**src/prbs_bist_pkg.sv**
```systemverilog
package prbs_bist_pkg;

    ////////////////////////////////////////////////////////////
    // field widths

    localparam int MAX_RUN_BITS    = 20;  // run length and period counters
    localparam int SEED_WIDTH      = 32;  // only low WIDTH bits reach the lfsr
    localparam int ERR_COUNT_WIDTH = 16;  // checker error counter, saturating

    ////////////////////////////////////////////////////////////
    // test request

    // held stable by the host while busy
    typedef struct packed {
        logic [SEED_WIDTH-1:0]   seed;     // generator start state
        logic [MAX_RUN_BITS-1:0] run_len;  // number of bits to transmit
    } bist_cfg_t;

    ////////////////////////////////////////////////////////////
    // test status

    typedef struct packed {
        logic                       busy;       // load or run in progress
        logic                       locked;     // checker aligned to rx stream
        logic [ERR_COUNT_WIDTH-1:0] err_count;  // mismatches since lock
        logic [MAX_RUN_BITS-1:0]    period;     // 0 = no wrap seen in the run
    } bist_status_t;

endpackage : prbs_bist_pkg

```
**src/lfsr_taps_pkg.sv**
```systemverilog
package lfsr_taps_pkg;

    ////////////////////////////////////////////////////////////
    // tap vector layout

    localparam int TAP_INDEX_WIDTH = 8;  // positions up to 255
    localparam int TAP_COUNT       = 4;  // position 0 = unused slot

    typedef logic [TAP_INDEX_WIDTH-1:0]           tap_index_t;
    typedef logic [TAP_COUNT*TAP_INDEX_WIDTH-1:0] tap_vec_t;  // slot 0 in low byte

    // pack up to four positions, first argument lands in slot 0
    function automatic tap_vec_t pack_taps(
        input int t0,
        input int t1 = 0,
        input int t2 = 0,
        input int t3 = 0
    );
        return {tap_index_t'(t3), tap_index_t'(t2), tap_index_t'(t1), tap_index_t'(t0)};
    endfunction

    ////////////////////////////////////////////////////////////
    // maximal-length xnor taps, positions counted from 1

    function automatic tap_vec_t max_len_taps(input int width);
        case (width)
            3:  return pack_taps(3, 2);
            4:  return pack_taps(4, 3);
            5:  return pack_taps(5, 3);
            6:  return pack_taps(6, 5);
            7:  return pack_taps(7, 6);
            8:  return pack_taps(8, 6, 5, 4);
            9:  return pack_taps(9, 5);
            10: return pack_taps(10, 7);
            11: return pack_taps(11, 9);
            12: return pack_taps(12, 6, 4, 1);
            13: return pack_taps(13, 4, 3, 1);
            14: return pack_taps(14, 5, 3, 1);
            15: return pack_taps(15, 14);
            16: return pack_taps(16, 15, 13, 4);
            17: return pack_taps(17, 14);
            18: return pack_taps(18, 11);
            19: return pack_taps(19, 6, 2, 1);
            20: return pack_taps(20, 17);
            21: return pack_taps(21, 19);
            22: return pack_taps(22, 21);
            23: return pack_taps(23, 18);
            24: return pack_taps(24, 23, 22, 17);
            25: return pack_taps(25, 22);
            26: return pack_taps(26, 6, 2, 1);
            27: return pack_taps(27, 5, 2, 1);
            28: return pack_taps(28, 25);
            29: return pack_taps(29, 27);
            30: return pack_taps(30, 6, 4, 1);
            31: return pack_taps(31, 28);
            32: return pack_taps(32, 22, 2, 1);
            default: return '0;  // no entry, all slots unused
        endcase
    endfunction

endpackage : lfsr_taps_pkg
```
**src/prbs_bist_top.sv**
```systemverilog
`timescale 1ns/1ns

// prbs bist for one lane: sequencer, tx generator, rx checker
module prbs_bist_top #(
    parameter int WIDTH = 8
) (
    input  logic                        i_clk,
    input  logic                        i_rst_n,
    input  logic                        i_start,
    input  prbs_bist_pkg::bist_cfg_t    i_cfg,
    input  logic                        i_rx_bit,     // looped back from the channel
    input  logic                        i_rx_valid,
    output logic                        o_tx_bit,
    output logic                        o_tx_valid,
    output prbs_bist_pkg::bist_status_t o_status,
    output logic                        o_test_done
);

    localparam int ERR_W = prbs_bist_pkg::ERR_COUNT_WIDTH;
    localparam lfsr_taps_pkg::tap_vec_t TAPS = lfsr_taps_pkg::max_len_taps(WIDTH);

    // tap table and seed field cover 3..32
    if (WIDTH < 3 || WIDTH > 32) begin : g_width_range
        $error("prbs_bist_top WIDTH out of tap table range");
    end

    logic             gen_enable;
    logic             gen_seed_load;
    logic             gen_done;
    logic [WIDTH-1:0] gen_state;
    logic             chk_clear;
    logic             chk_locked;
    logic [ERR_W-1:0] chk_err_count;

    ////////////////////////////////////////////////////////////
    // sequencer

    prbs_bist_ctrl #(
        .WIDTH (WIDTH)
    ) ctrl_inst (
        .i_clk           (i_clk),
        .i_rst_n         (i_rst_n),
        .i_start         (i_start),
        .i_cfg           (i_cfg),
        .i_lfsr_done     (gen_done),
        .i_locked        (chk_locked),
        .i_err_count     (chk_err_count),
        .o_gen_enable    (gen_enable),
        .o_gen_seed_load (gen_seed_load),
        .o_tx_valid      (o_tx_valid),
        .o_chk_clear     (chk_clear),
        .o_test_done     (o_test_done),
        .o_status        (o_status)
    );

    ////////////////////////////////////////////////////////////
    // tx generator

    shifter_lfsr #(
        .WIDTH           (WIDTH),
        .TAP_INDEX_WIDTH (lfsr_taps_pkg::TAP_INDEX_WIDTH),
        .TAP_COUNT       (lfsr_taps_pkg::TAP_COUNT)
    ) gen_lfsr_inst (
        .i_clk       (i_clk),
        .i_rst_n     (i_rst_n),
        .i_enable    (gen_enable),
        .i_seed_load (gen_seed_load),
        .i_seed_data (i_cfg.seed[WIDTH-1:0]),
        .i_taps      (TAPS),
        .o_lfsr_out  (gen_state),
        .o_lfsr_done (gen_done)
    );

    assign o_tx_bit = gen_state[0];  // newest feedback bit

    ////////////////////////////////////////////////////////////
    // rx checker

    prbs_checker #(
        .WIDTH (WIDTH)
    ) checker_inst (
        .i_clk       (i_clk),
        .i_rst_n     (i_rst_n),
        .i_clear     (chk_clear),
        .i_rx_bit    (i_rx_bit),
        .i_rx_valid  (i_rx_valid),
        .i_taps      (TAPS),         // same polynomial as tx
        .o_locked    (chk_locked),
        .o_err_count (chk_err_count)
    );

endmodule : prbs_bist_top

```
**src/prbs_bist_ctrl.sv**
```systemverilog
`timescale 1ns/1ns

// test sequencer: idle -> load seed -> run N shifts -> idle
module prbs_bist_ctrl #(
    parameter int WIDTH = 8
) (
    input  logic                                      i_clk,
    input  logic                                      i_rst_n,
    input  logic                                      i_start,       // one-cycle pulse
    input  prbs_bist_pkg::bist_cfg_t                  i_cfg,
    input  logic                                      i_lfsr_done,   // gen state == seed
    input  logic                                      i_locked,
    input  logic [prbs_bist_pkg::ERR_COUNT_WIDTH-1:0] i_err_count,
    output logic                                      o_gen_enable,
    output logic                                      o_gen_seed_load,
    output logic                                      o_tx_valid,
    output logic                                      o_chk_clear,
    output logic                                      o_test_done,   // one-cycle pulse
    output prbs_bist_pkg::bist_status_t               o_status
);

    localparam int CNT_W = prbs_bist_pkg::MAX_RUN_BITS;

    typedef enum logic [1:0] {
        ST_IDLE,
        ST_LOAD,
        ST_RUN
    } state_t;

    state_t           state_q;
    logic [CNT_W-1:0] sent_q;          // shifts done in this run
    logic [CNT_W-1:0] period_q;
    logic             period_found_q;
    logic             done_q;
    logic             busy;
    logic             more_bits;       // run length not reached yet

    ////////////////////////////////////////////////////////////
    // control decode

    assign busy            = (state_q != ST_IDLE);
    assign more_bits       = (sent_q != i_cfg.run_len);
    assign o_gen_seed_load = (state_q == ST_LOAD);
    assign o_gen_enable    = o_gen_seed_load || (state_q == ST_RUN && more_bits);
    assign o_chk_clear     = o_gen_seed_load;  // checker relocks every test
    assign o_tx_valid      = (state_q == ST_RUN) && (sent_q != '0);  // seed itself not sent
    assign o_test_done     = done_q;

    ////////////////////////////////////////////////////////////
    // sequencer

    always_ff @(posedge i_clk or negedge i_rst_n) begin
        if (!i_rst_n) begin
            state_q        <= ST_IDLE;
            sent_q         <= '0;
            period_q       <= '0;
            period_found_q <= 1'b0;
            done_q         <= 1'b0;
        end else begin
            done_q <= 1'b0;
            case (state_q)
                ST_IDLE: begin
                    if (i_start) begin  // start only seen here
                        state_q <= ST_LOAD;
                    end
                end
                ST_LOAD: begin
                    sent_q         <= '0;
                    period_q       <= '0;
                    period_found_q <= 1'b0;
                    state_q        <= ST_RUN;
                end
                ST_RUN: begin
                    if (more_bits) begin
                        sent_q <= sent_q + 1'b1;
                    end else begin
                        state_q <= ST_IDLE;  // last bit is on the line now
                        done_q  <= 1'b1;
                    end
                    // first return to seed after bit sent_q
                    if (o_tx_valid && i_lfsr_done && !period_found_q) begin
                        period_q       <= sent_q;
                        period_found_q <= 1'b1;
                    end
                end
                default: state_q <= ST_IDLE;
            endcase
        end
    end

    always_comb begin
        o_status.busy      = busy;
        o_status.locked    = i_locked;
        o_status.err_count = i_err_count;
        o_status.period    = period_q;  // stays 0 without a wrap
    end

    ////////////////////////////////////////////////////////////
    // checks

    a_valid_only_busy : assert property (
        @(posedge i_clk) disable iff (!i_rst_n)
        o_tx_valid |-> o_status.busy
    );

    a_done_single : assert property (
        @(posedge i_clk) disable iff (!i_rst_n)
        o_test_done |=> !o_test_done
    );

endmodule : prbs_bist_ctrl

```
**src/prbs_checker.sv**
```systemverilog
`timescale 1ns/1ns

// self-synchronizing prbs checker
// fills a window from the first WIDTH rx bits, seeds a local lfsr, then free runs
module prbs_checker #(
    parameter int WIDTH = 8
) (
    input  logic                                      i_clk,
    input  logic                                      i_rst_n,
    input  logic                                      i_clear,     // new test, relock
    input  logic                                      i_rx_bit,
    input  logic                                      i_rx_valid,
    input  lfsr_taps_pkg::tap_vec_t                   i_taps,
    output logic                                      o_locked,
    output logic [prbs_bist_pkg::ERR_COUNT_WIDTH-1:0] o_err_count
);

    localparam int FILL_W = $clog2(WIDTH + 1);
    localparam int ERR_W  = prbs_bist_pkg::ERR_COUNT_WIDTH;

    logic [WIDTH-1:0]  win_q;        // rx window, newest bit at 0
    logic [WIDTH-1:0]  win_next;
    logic [FILL_W-1:0] fill_q;       // valid bits seen before lock
    logic              locked_q;
    logic              lock_now;     // window complete this cycle
    logic              lfsr_enable;
    logic [WIDTH-1:0]  local_state;
    logic              cmp_pend_q;   // compare rx_bit_q with new lfsr bit 0
    logic              rx_bit_q;
    logic [ERR_W-1:0]  err_q;
    logic              mismatch;

    ////////////////////////////////////////////////////////////
    // lock detection

    assign win_next = {win_q[WIDTH-2:0], i_rx_bit};
    assign lock_now = !i_clear && i_rx_valid && !locked_q
                    && (fill_q == FILL_W'(WIDTH - 1));

    // after lock the local lfsr steps once per valid bit, rx data never fed back
    assign lfsr_enable = lock_now || (!i_clear && locked_q && i_rx_valid);

    shifter_lfsr #(
        .WIDTH           (WIDTH),
        .TAP_INDEX_WIDTH (lfsr_taps_pkg::TAP_INDEX_WIDTH),
        .TAP_COUNT       (lfsr_taps_pkg::TAP_COUNT)
    ) local_lfsr_inst (
        .i_clk       (i_clk),
        .i_rst_n     (i_rst_n),
        .i_enable    (lfsr_enable),
        .i_seed_load (lock_now),
        .i_seed_data (win_next),     // full window incl. the current bit
        .i_taps      (i_taps),
        .o_lfsr_out  (local_state),
        .o_lfsr_done ()              // wrap not of interest on the rx side
    );

    // window and delayed rx bit
    always_ff @(posedge i_clk) begin
        if (i_rx_valid && !locked_q) begin
            win_q <= win_next;
        end
        rx_bit_q <= i_rx_bit;
    end

    ////////////////////////////////////////////////////////////
    // compare and count

    assign mismatch = cmp_pend_q && (rx_bit_q != local_state[0]);

    always_ff @(posedge i_clk or negedge i_rst_n) begin
        if (!i_rst_n) begin
            fill_q     <= '0;
            locked_q   <= 1'b0;
            cmp_pend_q <= 1'b0;
            err_q      <= '0;
        end else if (i_clear) begin
            fill_q     <= '0;
            locked_q   <= 1'b0;
            cmp_pend_q <= 1'b0;
            err_q      <= '0;
        end else begin
            cmp_pend_q <= locked_q && i_rx_valid;  // lfsr shifts with this bit
            if (i_rx_valid && !locked_q) begin
                fill_q <= fill_q + 1'b1;
            end
            if (lock_now) begin
                locked_q <= 1'b1;
            end
            if (mismatch && err_q != '1) begin
                err_q <= err_q + 1'b1;  // saturate at all ones
            end
        end
    end

    assign o_locked    = locked_q;
    assign o_err_count = err_q;

    // no error can be counted before the window is loaded
    a_no_count_unlocked : assert property (
        @(posedge i_clk) disable iff (!i_rst_n)
        !o_locked |=> $stable(o_err_count)
    );

endmodule : prbs_checker

```
**src/shifter_lfsr.sv**
```systemverilog
`timescale 1ns/1ns

// fibonacci lfsr, xnor feedback, taps given at run time
module shifter_lfsr #(
    parameter int WIDTH           = 8,
    parameter int TAP_INDEX_WIDTH = 8,
    parameter int TAP_COUNT       = 4
) (
    input  logic                    i_clk,
    input  logic                    i_rst_n,
    input  logic                    i_enable,     // shift or load this cycle
    input  logic                    i_seed_load,  // load seed instead of shifting
    input  logic [WIDTH-1:0]        i_seed_data,
    input  lfsr_taps_pkg::tap_vec_t i_taps,       // packed 1-based positions
    output logic [WIDTH-1:0]        o_lfsr_out,
    output logic                    o_lfsr_done   // state back at the seed
);

    logic [WIDTH-1:0] lfsr_q;
    logic [WIDTH-1:0] tap_mask;  // bit n-1 set for tap position n
    logic             feedback;

    // tap vector layout must agree with the slot parameters
    if ($bits(lfsr_taps_pkg::tap_vec_t) != TAP_INDEX_WIDTH * TAP_COUNT) begin : g_tap_layout
        $error("shifter_lfsr tap vector does not match TAP_INDEX_WIDTH * TAP_COUNT");
    end

    ////////////////////////////////////////////////////////////
    // tap decode

    always_comb begin
        logic [TAP_INDEX_WIDTH-1:0] pos;
        tap_mask = '0;
        for (int i = 0; i < TAP_COUNT; i++) begin
            pos = i_taps[i*TAP_INDEX_WIDTH +: TAP_INDEX_WIDTH];
            // position 0 is an empty slot, out of range positions are dropped
            if (pos != '0 && int'(pos) <= WIDTH) begin
                tap_mask[int'(pos) - 1] = 1'b1;
            end
        end
    end

    assign feedback = ~^(lfsr_q & tap_mask);  // xnor of tapped bits

    ////////////////////////////////////////////////////////////
    // state register

    always_ff @(posedge i_clk or negedge i_rst_n) begin
        if (!i_rst_n) begin
            lfsr_q <= '0;
        end else if (i_enable) begin
            if (i_seed_load) begin
                lfsr_q <= i_seed_data;
            end else begin
                lfsr_q <= {lfsr_q[WIDTH-2:0], feedback};  // oldest bit drops off the top
            end
        end
    end

    assign o_lfsr_out  = lfsr_q;
    assign o_lfsr_done = (lfsr_q == i_seed_data);  // also high right after a load

    // a load request from outside must come with enable or it is lost
    a_seed_needs_enable : assert property (
        @(posedge i_clk) disable iff (!i_rst_n)
        i_seed_load |-> i_enable
    );

endmodule : shifter_lfsr

```
**config.mk**
```make
export PLATFORM = sky130hd
export DESIGN_NAME = prbs_bist_top
export DESIGN_NICKNAME = d
export VERILOG_FILES = /design/src/prbs_bist_pkg.sv /design/src/lfsr_taps_pkg.sv /design/src/prbs_bist_top.sv /design/src/prbs_bist_ctrl.sv /design/src/prbs_checker.sv /design/src/shifter_lfsr.sv
export SDC_FILE = /design/constraint.sdc
export NUM_CORES = 1
export LEC_CHECK = 0
export BUFFER_PORTS_ARGS = -buffer_cell sky130_fd_sc_hd__buf_2
export CAP_MARGIN = 20
export CORE_MARGIN = 1.5
export CORE_UTILIZATION = 25
export CTS_CLUSTER_SIZE = 20
export DETAILED_ROUTE_END_ITERATION = 7
export SYNTH_ARGS = -nofsm -noshare
export SYNTH_HDL_FRONTEND = slang
export SYNTH_SLANG_ARGS = --single-unit
export TNS_END_PERCENT = 1
```
**constraint.sdc**
```tcl
create_clock -name i_clk -period 2.6 [get_ports i_clk]
set_input_delay 0.26 -clock i_clk [delete_from_list [all_inputs] [get_ports i_clk]]
set_output_delay 0.26 -clock i_clk [all_outputs]
set_load 0.1 [all_outputs]
```
==> summary.txt, run 1 <==
Status
  • Run status: finished clean

Routing
  • WL per Instance: 14.8 um
  • Initial DRT Pass Iterations: 4
  • Drc violations: 0
  • Post-route ant nets: 0
  • Initial DRC count: between 150 and 200
  • Routed WL: approximately 12000 um
  • Vias per Instance: around 4.7
  • Vias: approximately 3700

Layout
  • Area growth syn-to-layout: 21.3%
  • Util after Layout: 0.313
  • Fillers: ~1900
  • Post-layout net count: 615
  • Layout cells sized above 1: 0.236

STA
  • Fmax: roughly 400 MHz
  • Tightest Pin Transition: around 0.8 ns
  • Count of final setup violators: 0
  • Fin crit period: 2.49 ns
  • Max_slew headroom: 0.472
  • RSZ-0062 raised after global routing: no
  • Clk_skew: between 0.007 and 0.008 ns
  • Pins Over Slew Limit: 0
  • Final hold vios: 0
  • Setup TNS: 0 ns
  • Final Cycle Share: 0.958

Global route
  • Largest net degree at the start of global routing: between 50 and 60
  • First-pass GRT wire length: a little under 20000 um
  • Vias in the first global route: ~3600
  • GR Util All Layers: 0.125
  • Initial antenna violation count: 1
  • Gr ovfl total: 0

Worst setup path
  • Critical R2R Capture: ctrl_inst.period_q[11]
  • R2r startpoint: gen_lfsr_inst.o_lfsr_out[1]
  • WP data required: roughly 2.3 ns
  • Crit Path Class: flop to output pin
  • Reg2reg setup slack: between 0.2 and 0.25 ns
  • Crit path max fanout: 8
  • Critical Path Sink Type: output pin
  • Worst Path Arrival: approximately 2.2 ns
  • CP Launch Type: flop
  • Reg2Reg Depth: 7

Floorplanning
  • Starting Density: 0.258
  • Die width: 140 um
  • I/O pins: 98
  • Die area: around 20000 sq um
  • Height of the die: approximately 140 um
  • CORE AREA: roughly 18000 sq um
  • Num rows: a little under 50

Pwr
  • Pwr Density: ~900 nW/um^2
  • Leakage: around 2.7 nW
  • Maximum VDD drop: around 0.00043 V

CTS
  • Worst-skew pair later-pin latency: roughly 0.35 ns
  • Root Buffer: clkbuf_16
  • Setup fix buffers added after clock tree synthesis: 0
  • CTS tree: done
  • Clock sinks: 90
  • TritonCTS Buffers: 9
  • Clk slew on worst S/H paths: around 0.06 ns
  • Clock Path Buffers: 2
  • CTS H-tree depth: 3

Synth
  • Largest cells by area after synthesis: dfrtp_1 (44%), xor2_1 (7.3%), nand2_1 (5.5%), edfxtp_1 (4.5%), o21ai_0 (3.4%)
  • FFs w/ async S/R, synth: 0.911
  • Net Count, Synth: 540
  • Sequential fraction of the synthesis area: 0.486
  • Synth cell count leaders: dfrtp_1 (82), nand2_1 (69), xor2_1 (39), nor2_1 (33), o21ai_0 (32)
  • Most frequent cell after synthesis: dfrtp_1
  • Distinct cell type count after synthesis: 55
  • Top_reg_cell synth: dfrtp_1
  • Cells after synthesis: approximately 480
  • Synth warn: 0
  • Synth top area share: 0.437
  • Synth area leader: dfrtp_1
  • Post-Syn Area per Cell: slightly below 10 sq um
  • Syn Std Cell Area: 4700 sq um
  • Synth Register Bits: 90
  • Number of flops mapped to enable cells by yosys: 7

Hold path
  • Hold path startpoint: i_rx_bit
  • Worst Hold Class: primary input to flop
  • Hold depth: 1
  • Hold Crit Endpoint: checker_inst.rx_bit_q

Placement
  • HPWL after DPL: approximately 8200 um
  • Placer Congestion: ~0.81
  • I/O Buffers: 73

Flow run
  • Max_cap viols: 0
[logic make-up (layout without fill, tap and decap cells)]
family                   after synthesis  in the layout  synth area share
AO/OA/AOI/OAI                         73             73            0.0997
XOR/XNOR                              55             55             0.103
adder cells (fa/ha/maj)                4              4            0.0107
buffers and inverters                 45            124            0.0528
flip-flops                            90             90             0.486
multiplexers                          15             15            0.0325
other                                  0              1                 0
AND/OR/NAND/NOR                      197            198             0.216
[per-layer routing]
layer	global-route usage	vias up	part of all wire
li1	-	1824	-
met3	0.0362	13	0.047
met4	0.0404	0	0.017
met1	0.167	1791	0.48
met2	0.193	63	0.46
met5	0	-	0
[cells in the final DEF (no fill, tap or decap), types with 5 or more instances in the layout]
cell,instances
dfrtp_1,81
buf_2,71
nand2_1,69
xor2_1,39
nor2_1,33
o21ai_0,32
buf_4,23
nand3_1,21
xnor2_1,16
nand4_1,13
mux2i_1,13
inv_1,10
a21oi_1,10
and3_1,9
clkbuf_16,9
or3_1,8
a21o_1,7
edfxtp_1,7
nor4_1,6
nor3_1,6
nand2b_1,5
or4_1,5
[critical path, stage by stage, from the launching register on]
cell and delay [ns]:
dfrtp_2 0.49, nor4_2 0.33, nand4_1 0.20, nor4b_4 0.45, nor2_1 0.12, clkbuf_4 0.30
[metrics by stage]
stage | instances | instance area, sq um | hold slack, ns | power [W] | worst slack (ns)
after floorplan | 479 | 4700 | -0.0356 | 0.00329 | 0.153
after global placement | 770 | 5340 | 0.228 | 0.00377 | 0.0469
after detailed placement | 770 | 5340 | 0.232 | 0.00379 | 0.0570
after CTS | 787 | 5660 | 0.0443 | 0.00518 | 0.0407
after global routing | 788 | 5690 | 0.0479 | 0.00545 | 0.00910
final | 789 | 5690 | 0.0577 | 0.00514 | 0.110
[worst max path at each step]
| stage | cells past startpoint | endpoint | from | slack [ns] |
|---|---|---|---|---|
| floorplan | 7 | checker_inst.o_err_count[13] | checker_inst.o_err_count[0] | 0.15 |
| global placement | 6 | ctrl_inst.period_q[10] | gen_lfsr_inst.o_lfsr_out[1] | 0.05 |
| detailed placement | 6 | ctrl_inst.period_q[16] | gen_lfsr_inst.o_lfsr_out[1] | 0.06 |
| CTS | 7 | ctrl_inst.period_q[11] | gen_lfsr_inst.o_lfsr_out[1] | 0.04 |
| global route | 5 | o_tx_valid | ctrl_inst.sent_q[15] | 0.009 |
| finish | 5 | o_tx_valid | ctrl_inst.sent_q[15] | 0.11 |
[sequential cells by signal, indices dropped and copies added (netlist names)]
name / count
checker_inst.local_lfsr_inst.o_lfsr_out: 8
checker_inst.fill_q: 4
ctrl_inst.period_found_q: 1
checker_inst.win_q: 7
checker_inst.o_err_count: 16
ctrl_inst.sent_q: 20
gen_lfsr_inst.o_lfsr_out: 8
checker_inst.o_locked: 1
ctrl_inst.state_q: 2
checker_inst.rx_bit_q: 1
ctrl_inst.period_q: 20
ctrl_inst.o_test_done: 1
checker_inst.cmp_pend_q: 1
[power breakdown]
group          internal [W]  leakage, nW  total [W]  switching (W)
clock network      0.000752        0.139    0.00134       0.000583
logic              0.000710         1.34    0.00192        0.00121
registers           0.00168         1.18    0.00189       0.000214
[what timing repair did]
item / 4_1_cts / 5_1_grt
gates resized for setup: 1 / 5
pin swaps: 0 / 2
endpoints found under the setup margin: 1 / 19
hold endpoints to repair: 30 / 0
hold buffers: 1 / 0
gates cloned: 0 / 1
[final cells by class]
class                           instances  area (sq um)  area share
Inverter                               10          37.5     0.00659
Clock inverter                          7          76.3      0.0134
Clock buffer                            9           225      0.0396
Timing Repair Buffer                   98           577       0.101
Sequential cell                        90          2280       0.401
Multi-Input combinational cell        345          2210       0.387
Antenna cell                            1          2.50    0.000439
Tap cell                              229           287      0.0503
(Power assumes the default switching activity.)
==> inputs of run 2 (changes only) <==
- clock period: 2.6 -> 2 ns (I/O delays scaled with it)
==> run 2 against run 1 <==
Against the previous run:
- the run now ends with negative setup slack left
- final cell count is 4.2% higher
- largest power group unchanged
- die area did not move
- setup slack worse by 0.26 ns
- register-to-register slack got worse by 0.24 ns
- first-iteration DRC count up 1.5%
- critical endpoint unchanged
==> summary.txt, run 2 (same netlist as run 1, synthesis figures left out) <==
STA
  • RSZ-0062 raised after global routing: yes
  • Max_slew headroom: 0.618 (+0.146)
  • Fin Hold WS: 0.0630 ns (+0.00530 ns)
  • Post-layout worst setup margin: -0.154 ns (-0.264 ns)
  • Final Cycle Share: 1.08
  • Final hold vios: 0 (unchanged)
  • Clk_skew: 0.00776 ns (+0.000441 ns)
  • Fin crit period: between 2 and 2.5 ns
  • Pins Over Slew Limit: 0 (unchanged)
  • Tightest Pin Transition: 0.570 ns (-0.220 ns)
  • Fmax: 464 MHz
  • Count of final setup violators: 6 (+6)

Pwr
  • Pwr Density: 1140 nW/um^2 (+26%)
  • Leakage: 2.87 nW (+7.7%)
  • Maximum VDD drop: 0.000714 V (+68%)

Global route
  • Vias in the first global route: 3816 (+5.4%)
  • Initial antenna violation count: 1 (unchanged)
  • First-pass GRT wire length: 19900 um (+3.3%)
  • Gr ovfl total: 0 (unchanged)
  • Largest net degree at the start of global routing: 42 (-21%)
  • GR Util All Layers: 0.130 (+0.00580)

Routing
  • Vias: 3793 (+2.8%)
  • Initial DRT Pass Iterations: 4 (unchanged)
  • Drc violations: 0 (unchanged)
  • WL per Instance: 14.4 um (-3.3%)
  • Routed WL: 11800 um (+0.79%)
  • Post-route ant nets: 0 (unchanged)
  • Vias per Instance: 4.61 (-1.4%)
  • Initial DRC count: 198 (+1.5%)

Placement
  • Number of placed instances, taps included: 800 (+3.9%)
  • HPWL after DPL: 8740 um (+6.3%)
  • Placer Congestion: 0.795 (-2.2%)
  • I/O Buffers: 73 (unchanged)
  • Worst Setup Slack post-DPL: -0.0182 ns (-0.0752 ns)

CTS
  • Clock sinks: 90 (unchanged)
  • Worst-skew pair later-pin latency: 0.35 ns (about the same)
  • Root Buffer: clkbuf_16
  • Clk slew on worst S/H paths: 0.06 ns (about the same)
  • CTS H-tree depth: 3 (unchanged)
  • Clock Path Buffers: 2 (unchanged)
  • CTS tree: done
  • TritonCTS Buffers: 9 (unchanged)

Floorplanning
  • Starting Density: 0.258 (unchanged)
  • Die width: 140 um (unchanged)
  • I/O pins: 98 (unchanged)
  • Die area: 19600 sq um (unchanged)
  • Num rows: 49 (unchanged)
  • Height of the die: 140 um (unchanged)
  • CORE AREA: 18200 sq um (unchanged)

Worst setup path
  • Crit path max fanout: 7 (-1)
  • CP Launch Type: flop
  • R2r startpoint: ctrl_inst.sent_q[14]
  • Reg2reg setup slack: -0.03 ns (-0.24 ns)
  • Reg2Reg Depth: 9 (+2)
  • Critical R2R Capture: gen_lfsr_inst.o_lfsr_out[5]
  • Critical Path Sink Type: output pin
  • Worst Path Arrival: 1.95 ns (-0.28 ns)
  • WP data required: 1.80 ns (-0.54 ns)
  • Crit Path Class: flop to output pin

Hold path
  • Hold depth: 3 (+2)
  • Worst Hold Class: primary input to flop
  • Hold Crit Endpoint: ctrl_inst.state_q[0]
  • Hold path startpoint: i_start

Layout
  • Layout cells sized above 1: 0.319 (+0.0831)
  • Post-layout net count: 648 (+5.4%)
  • Area growth syn-to-layout: 29.3%
  • Most frequent cells in the layout: dfrtp_1 (71), buf_2 (71), nand2_1 (67)
  • Finished Layout Cells: 822 (+4.2%)

Status
  • Failing checks: negative setup slack
  • Run status: finished, violations left

Flow run
  • Max_cap viols: 0 (unchanged)
[run 2: how the worst max path moves through the flow]
stage	startpoint	endpoint	slack, ns	depth (start not counted)
detailed placement	ctrl_inst.sent_q[14]	o_tx_valid	-0.02	7
finish	ctrl_inst.sent_q[14]	o_tx_valid	-0.15	7
CTS	ctrl_inst.sent_q[7]	o_tx_valid	-0.15	6
global placement	ctrl_inst.sent_q[11]	gen_lfsr_inst.o_lfsr_out[2]	-0.04	8
floorplan	checker_inst.o_err_count[11]	checker_inst.o_err_count[13]	-0.24	6
global route	ctrl_inst.sent_q[14]	o_tx_valid	-0.28	7
[run 2: where the power goes]
part | internal, W | switching, W | total, W
sequential | 0.00218 | 0.000306 | 0.00249
combinational | 0.00112 | 0.00159 | 0.00270
clock | 0.000964 | 0.000745 | 0.00171
[run 2: layer usage]
metal  vias up  GRT usage  wire (um)
met5         -          0          0
met4         0     0.0632        211
met3        13     0.0294        397
met2        68      0.201       5470
met1      1831      0.174       5730
li1       1881          -          -
[run 2: layout make-up]
class                           instances  area, sq um
Fill cell                            1829        12100
Sequential cell                        90         2300
Multi-Input combinational cell        344         2260
Timing Repair Buffer                  132          891
Tap cell                              229          287
Clock buffer                            9          225
Clock inverter                          7         68.8
Inverter                               10         37.5
Antenna cell                            1         2.50
[run 2: worst max-delay path, stage by stage (launching register included)]
cell and delay (ns):
dfrtp_1 0.40, buf_6 0.15, nor4_4 0.22, nand4_1 0.16
nor4b_2 0.28, buf_4 0.16, nor2_2 0.04, buf_12 0.18
[run 2: stage by stage]
stage	power, W	util	cell area (sq um)	setup TNS, ns
final	0.00690	0.333	6070	-0.264
after global routing	0.00732	0.333	6070	-1.78
after floorplan	0.00429	-	4710	-3.43
after CTS	0.00693	0.330	6010	-0.512
after global placement	0.00505	0.308	5610	-0.225
after detailed placement	0.00507	0.308	5610	-0.0667
[run 2: timing repair]
item | 4_1_cts | 5_1_grt
hold buffers | 2 | 0
hold endpoints to repair | 17 | 0
buffers inserted | 3 | 0
resized for setup | 16 | 25
gates cloned | 0 | 0
pin swaps | 2 | 6
endpoints found under the setup margin | 28 | 46
==> inputs of run 3 (changes only) <==
- CORE_UTILIZATION: 25 -> 50
- PLACE_DENSITY: default -> 0.77
==> run 3 against run 2 <==
Against the previous run:
- the flow still finishes with violations (negative setup slack)
- setup slack better by 0.051 ns
- via count grew 2.8%
- sequential share of layout area up 1.9 points
- critical path depth fell by 1
- critical endpoint unchanged
- clock skew increased by 0.0047 ns
- largest cell class unchanged
==> summary.txt, run 3 (same netlist as run 1, synthesis figures left out) <==
Status
  • Run status: finished, violations left
  • Failing checks: negative setup slack

STA
  • Final Cycle Share: 1.05 (-0.0255)
  • Max_slew headroom: 0.620 (+0.00142)
  • Count of final setup violators: 3 (-3)
  • Final hold vios: 0 (unchanged)
  • Tightest Pin Transition: 0.568 ns (-0.00213 ns)
  • Fmax: 476 MHz (+2.4%)
  • Pins Over Slew Limit: 0 (unchanged)
  • RSZ-0062 raised after global routing: yes
  • Clk_skew: 0.0125 ns (+0.00473 ns)
  • Fin crit period: 2.10 ns (-0.0510 ns)
  • Post-layout worst setup margin: -0.103 ns (+0.0510 ns)

Worst setup path
  • Critical Path Sink Type: output pin
  • CP startpoint: ctrl_inst.sent_q[15]
  • CP Launch Type: flop
  • Reg2reg setup slack: -0.01 ns (+0.02 ns)
  • Critical R2R Capture: ctrl_inst.sent_q[5]
  • Reg2Reg Depth: 9 (unchanged)
  • Crit Path Class: flop to output pin
  • R2r startpoint: ctrl_inst.sent_q[8]
  • Setup crit end: o_tx_valid
  • Crit path max fanout: 2 (-5)
  • Worst Path Arrival: 1.90 ns (-0.05 ns)
  • WP data required: 1.80 ns (about the same)

Layout
  • Util after Layout: 0.634 (+0.301)
  • Area growth syn-to-layout: 23.6%
  • Layout cells sized above 1: 0.310 (-0.00909)
  • Most common cell after layout, fill and taps aside: buf_2
  • Post-layout net count: 646 (-0.31%)
  • Most frequent cells in the layout: buf_2 (71), nand2_1 (69), dfrtp_1 (66)
  • Number of diodes: 0 (-1)

Pwr
  • Reg power frac: 0.380 (+0.019)
  • Int Power: 0.00391 W (-8.3%)
  • Design Power: 0.00652 W (-5.6%)
  • Maximum VDD drop: 0.00139 V (+94%)
  • Clock Power Share: 0.196 (-0.052)
  • Gate power share: 0.424 (+0.032)
  • Switching Share: 0.400 (+0.0177)
  • Pwr Density: 1120 nW/um^2 (-1.2%)
  • Leakage: 2.82 nW (-1.9%)
  • Net switching power: 0.00260 W (-1.2%)

Routing
  • Length of routed met3 wiring: 636 um (+60%)
  • Initial DRC count: 287 (+45%)
  • Drc violations: 0 (unchanged)
  • Metal2 WL: 5240 um (-4.1%)
  • WL met1: 4880 um (-15%)
  • Top Layer Used: met4
  • WL per Instance: 15.7 um (+9.5%)
  • Vias: 3899 (+2.8%)
  • Initial DRT Pass Iterations: 5 (+1)
  • Routed WL: 11000 um (-6.7%)
  • Vias per Instance: 5.56 (+21%)
  • Post-route ant nets: 0 (unchanged)

Placement
  • Placer Congestion: 0.944 (+19%)
  • HPWL after DPL: 7670 um (-12%)
  • I/O Buffers: 73 (unchanged)

Floorplanning
  • I/O pins: 98 (unchanged)
  • Height of the die: 99.9 um (-29%)
  • CORE AREA: 9150 sq um (-50%)
  • Num rows: 35 (-29%)
  • Die width: 99.9 um (-29%)
  • Starting Density: 0.513 (+0.255)
  • Die area: 9980 sq um (-49%)

Hold path
  • Worst Hold Class: primary input to flop

CTS
  • Clock Path Buffers: 2 (unchanged)
  • Clk slew on worst S/H paths: 0.09 ns (+0.03 ns)
  • CTS H-tree depth: 3 (unchanged)
  • Root Buffer: clkbuf_8
  • Clock sinks: 90 (unchanged)
  • Worst-skew pair later-pin latency: 0.37 ns (+0.02 ns)
  • TritonCTS Buffers: 9 (unchanged)
  • CTS tree: done

Global route
  • Gr ovfl total: 0 (unchanged)
  • First-pass GRT wire length: 18500 um (-7.1%)
  • Largest net degree at the start of global routing: 42 (unchanged)
  • GR Util All Layers: 0.236 (+0.105)
  • Initial antenna violation count: 0 (-1)
  • Vias in the first global route: 3742 (-1.9%)

Flow run
  • Max_cap viols: 0 (unchanged)
[run 3: worst min path at each step]
| stage | slack (ns) | from | cells past startpoint | endpoint |
|---|---|---|---|---|
| finish | 0.04 | i_start | 3 | ctrl_inst.state_q[0] |
| CTS | 0.03 | i_start | 3 | ctrl_inst.state_q[0] |
| global placement | 0.16 | i_rst_n | 1 | ctrl_inst.period_q[12] |
| detailed placement | 0.17 | i_rst_n | 1 | ctrl_inst.period_q[12] |
| floorplan | -0.1 | i_rst_n | 0 | checker_inst.cmp_pend_q |
| global route | 0.04 | i_start | 3 | ctrl_inst.state_q[0] |
[run 3: per-layer routing]
metal	up-vias	track usage
li1	1869	-
met1	1870	0.323
met2	137	0.379
met3	23	0.0376
met4	0	0.0899
met5	-	0
[run 3: power groups by stage]
stage / clock network, W / registers [W] / logic, W
3_3_place_gp: 0 / 0.00249 / 0.00245
6_report: 0.00128 / 0.00248 / 0.00277
5_1_grt: 0.00137 / 0.00252 / 0.00299
2_1_floorplan: 0 / 0.00263 / 0.00166
3_5_place_dp: 0 / 0.00251 / 0.00252
4_1_cts: 0.00130 / 0.00247 / 0.00271
[run 3: cell type report]
class / instances / area [sq um]
Clock buffer: 9 / 124
Clock inverter: 7 / 76.3
Fill cell: 741 / 3350
Inverter: 10 / 37.5
Multi-Input combinational cell: 344 / 2260
Sequential cell: 90 / 2300
Tap cell: 111 / 139
Timing Repair Buffer: 130 / 868
[run 3: metrics by stage]
step           worst slack (ns)  setup TNS, ns  instance area [sq um]  instances  hold WS (ns)
2_1_floorplan            -0.238          -3.43                   4710        479       -0.0956
3_3_place_gp             0.0430              0                   5410        675         0.162
3_5_place_dp            -0.0137        -0.0376                   5410        675         0.166
4_1_cts                  -0.127         -0.140                   5770        701        0.0313
5_1_grt                  -0.186          -2.07                   5800        701        0.0362
6_report                 -0.103         -0.127                   5800        701        0.0386
[run 3: repair_timing]
action,4_1_cts,5_1_grt
setup buffers,8,0
hold endpoints to repair,31,0
hold buffers,2,0
resized for setup,18,11
pin swaps,6,2
setup endpoints to repair,20,51
[run 3: worst max-delay path, stage by stage, from the launching register on]
cell and delay [ns]:
dfrtp_2 0.44, nor4_4 0.30, nand4_1 0.16, nor4b_2 0.26
buf_4 0.17, nor2_4 0.04, buf_12 0.18
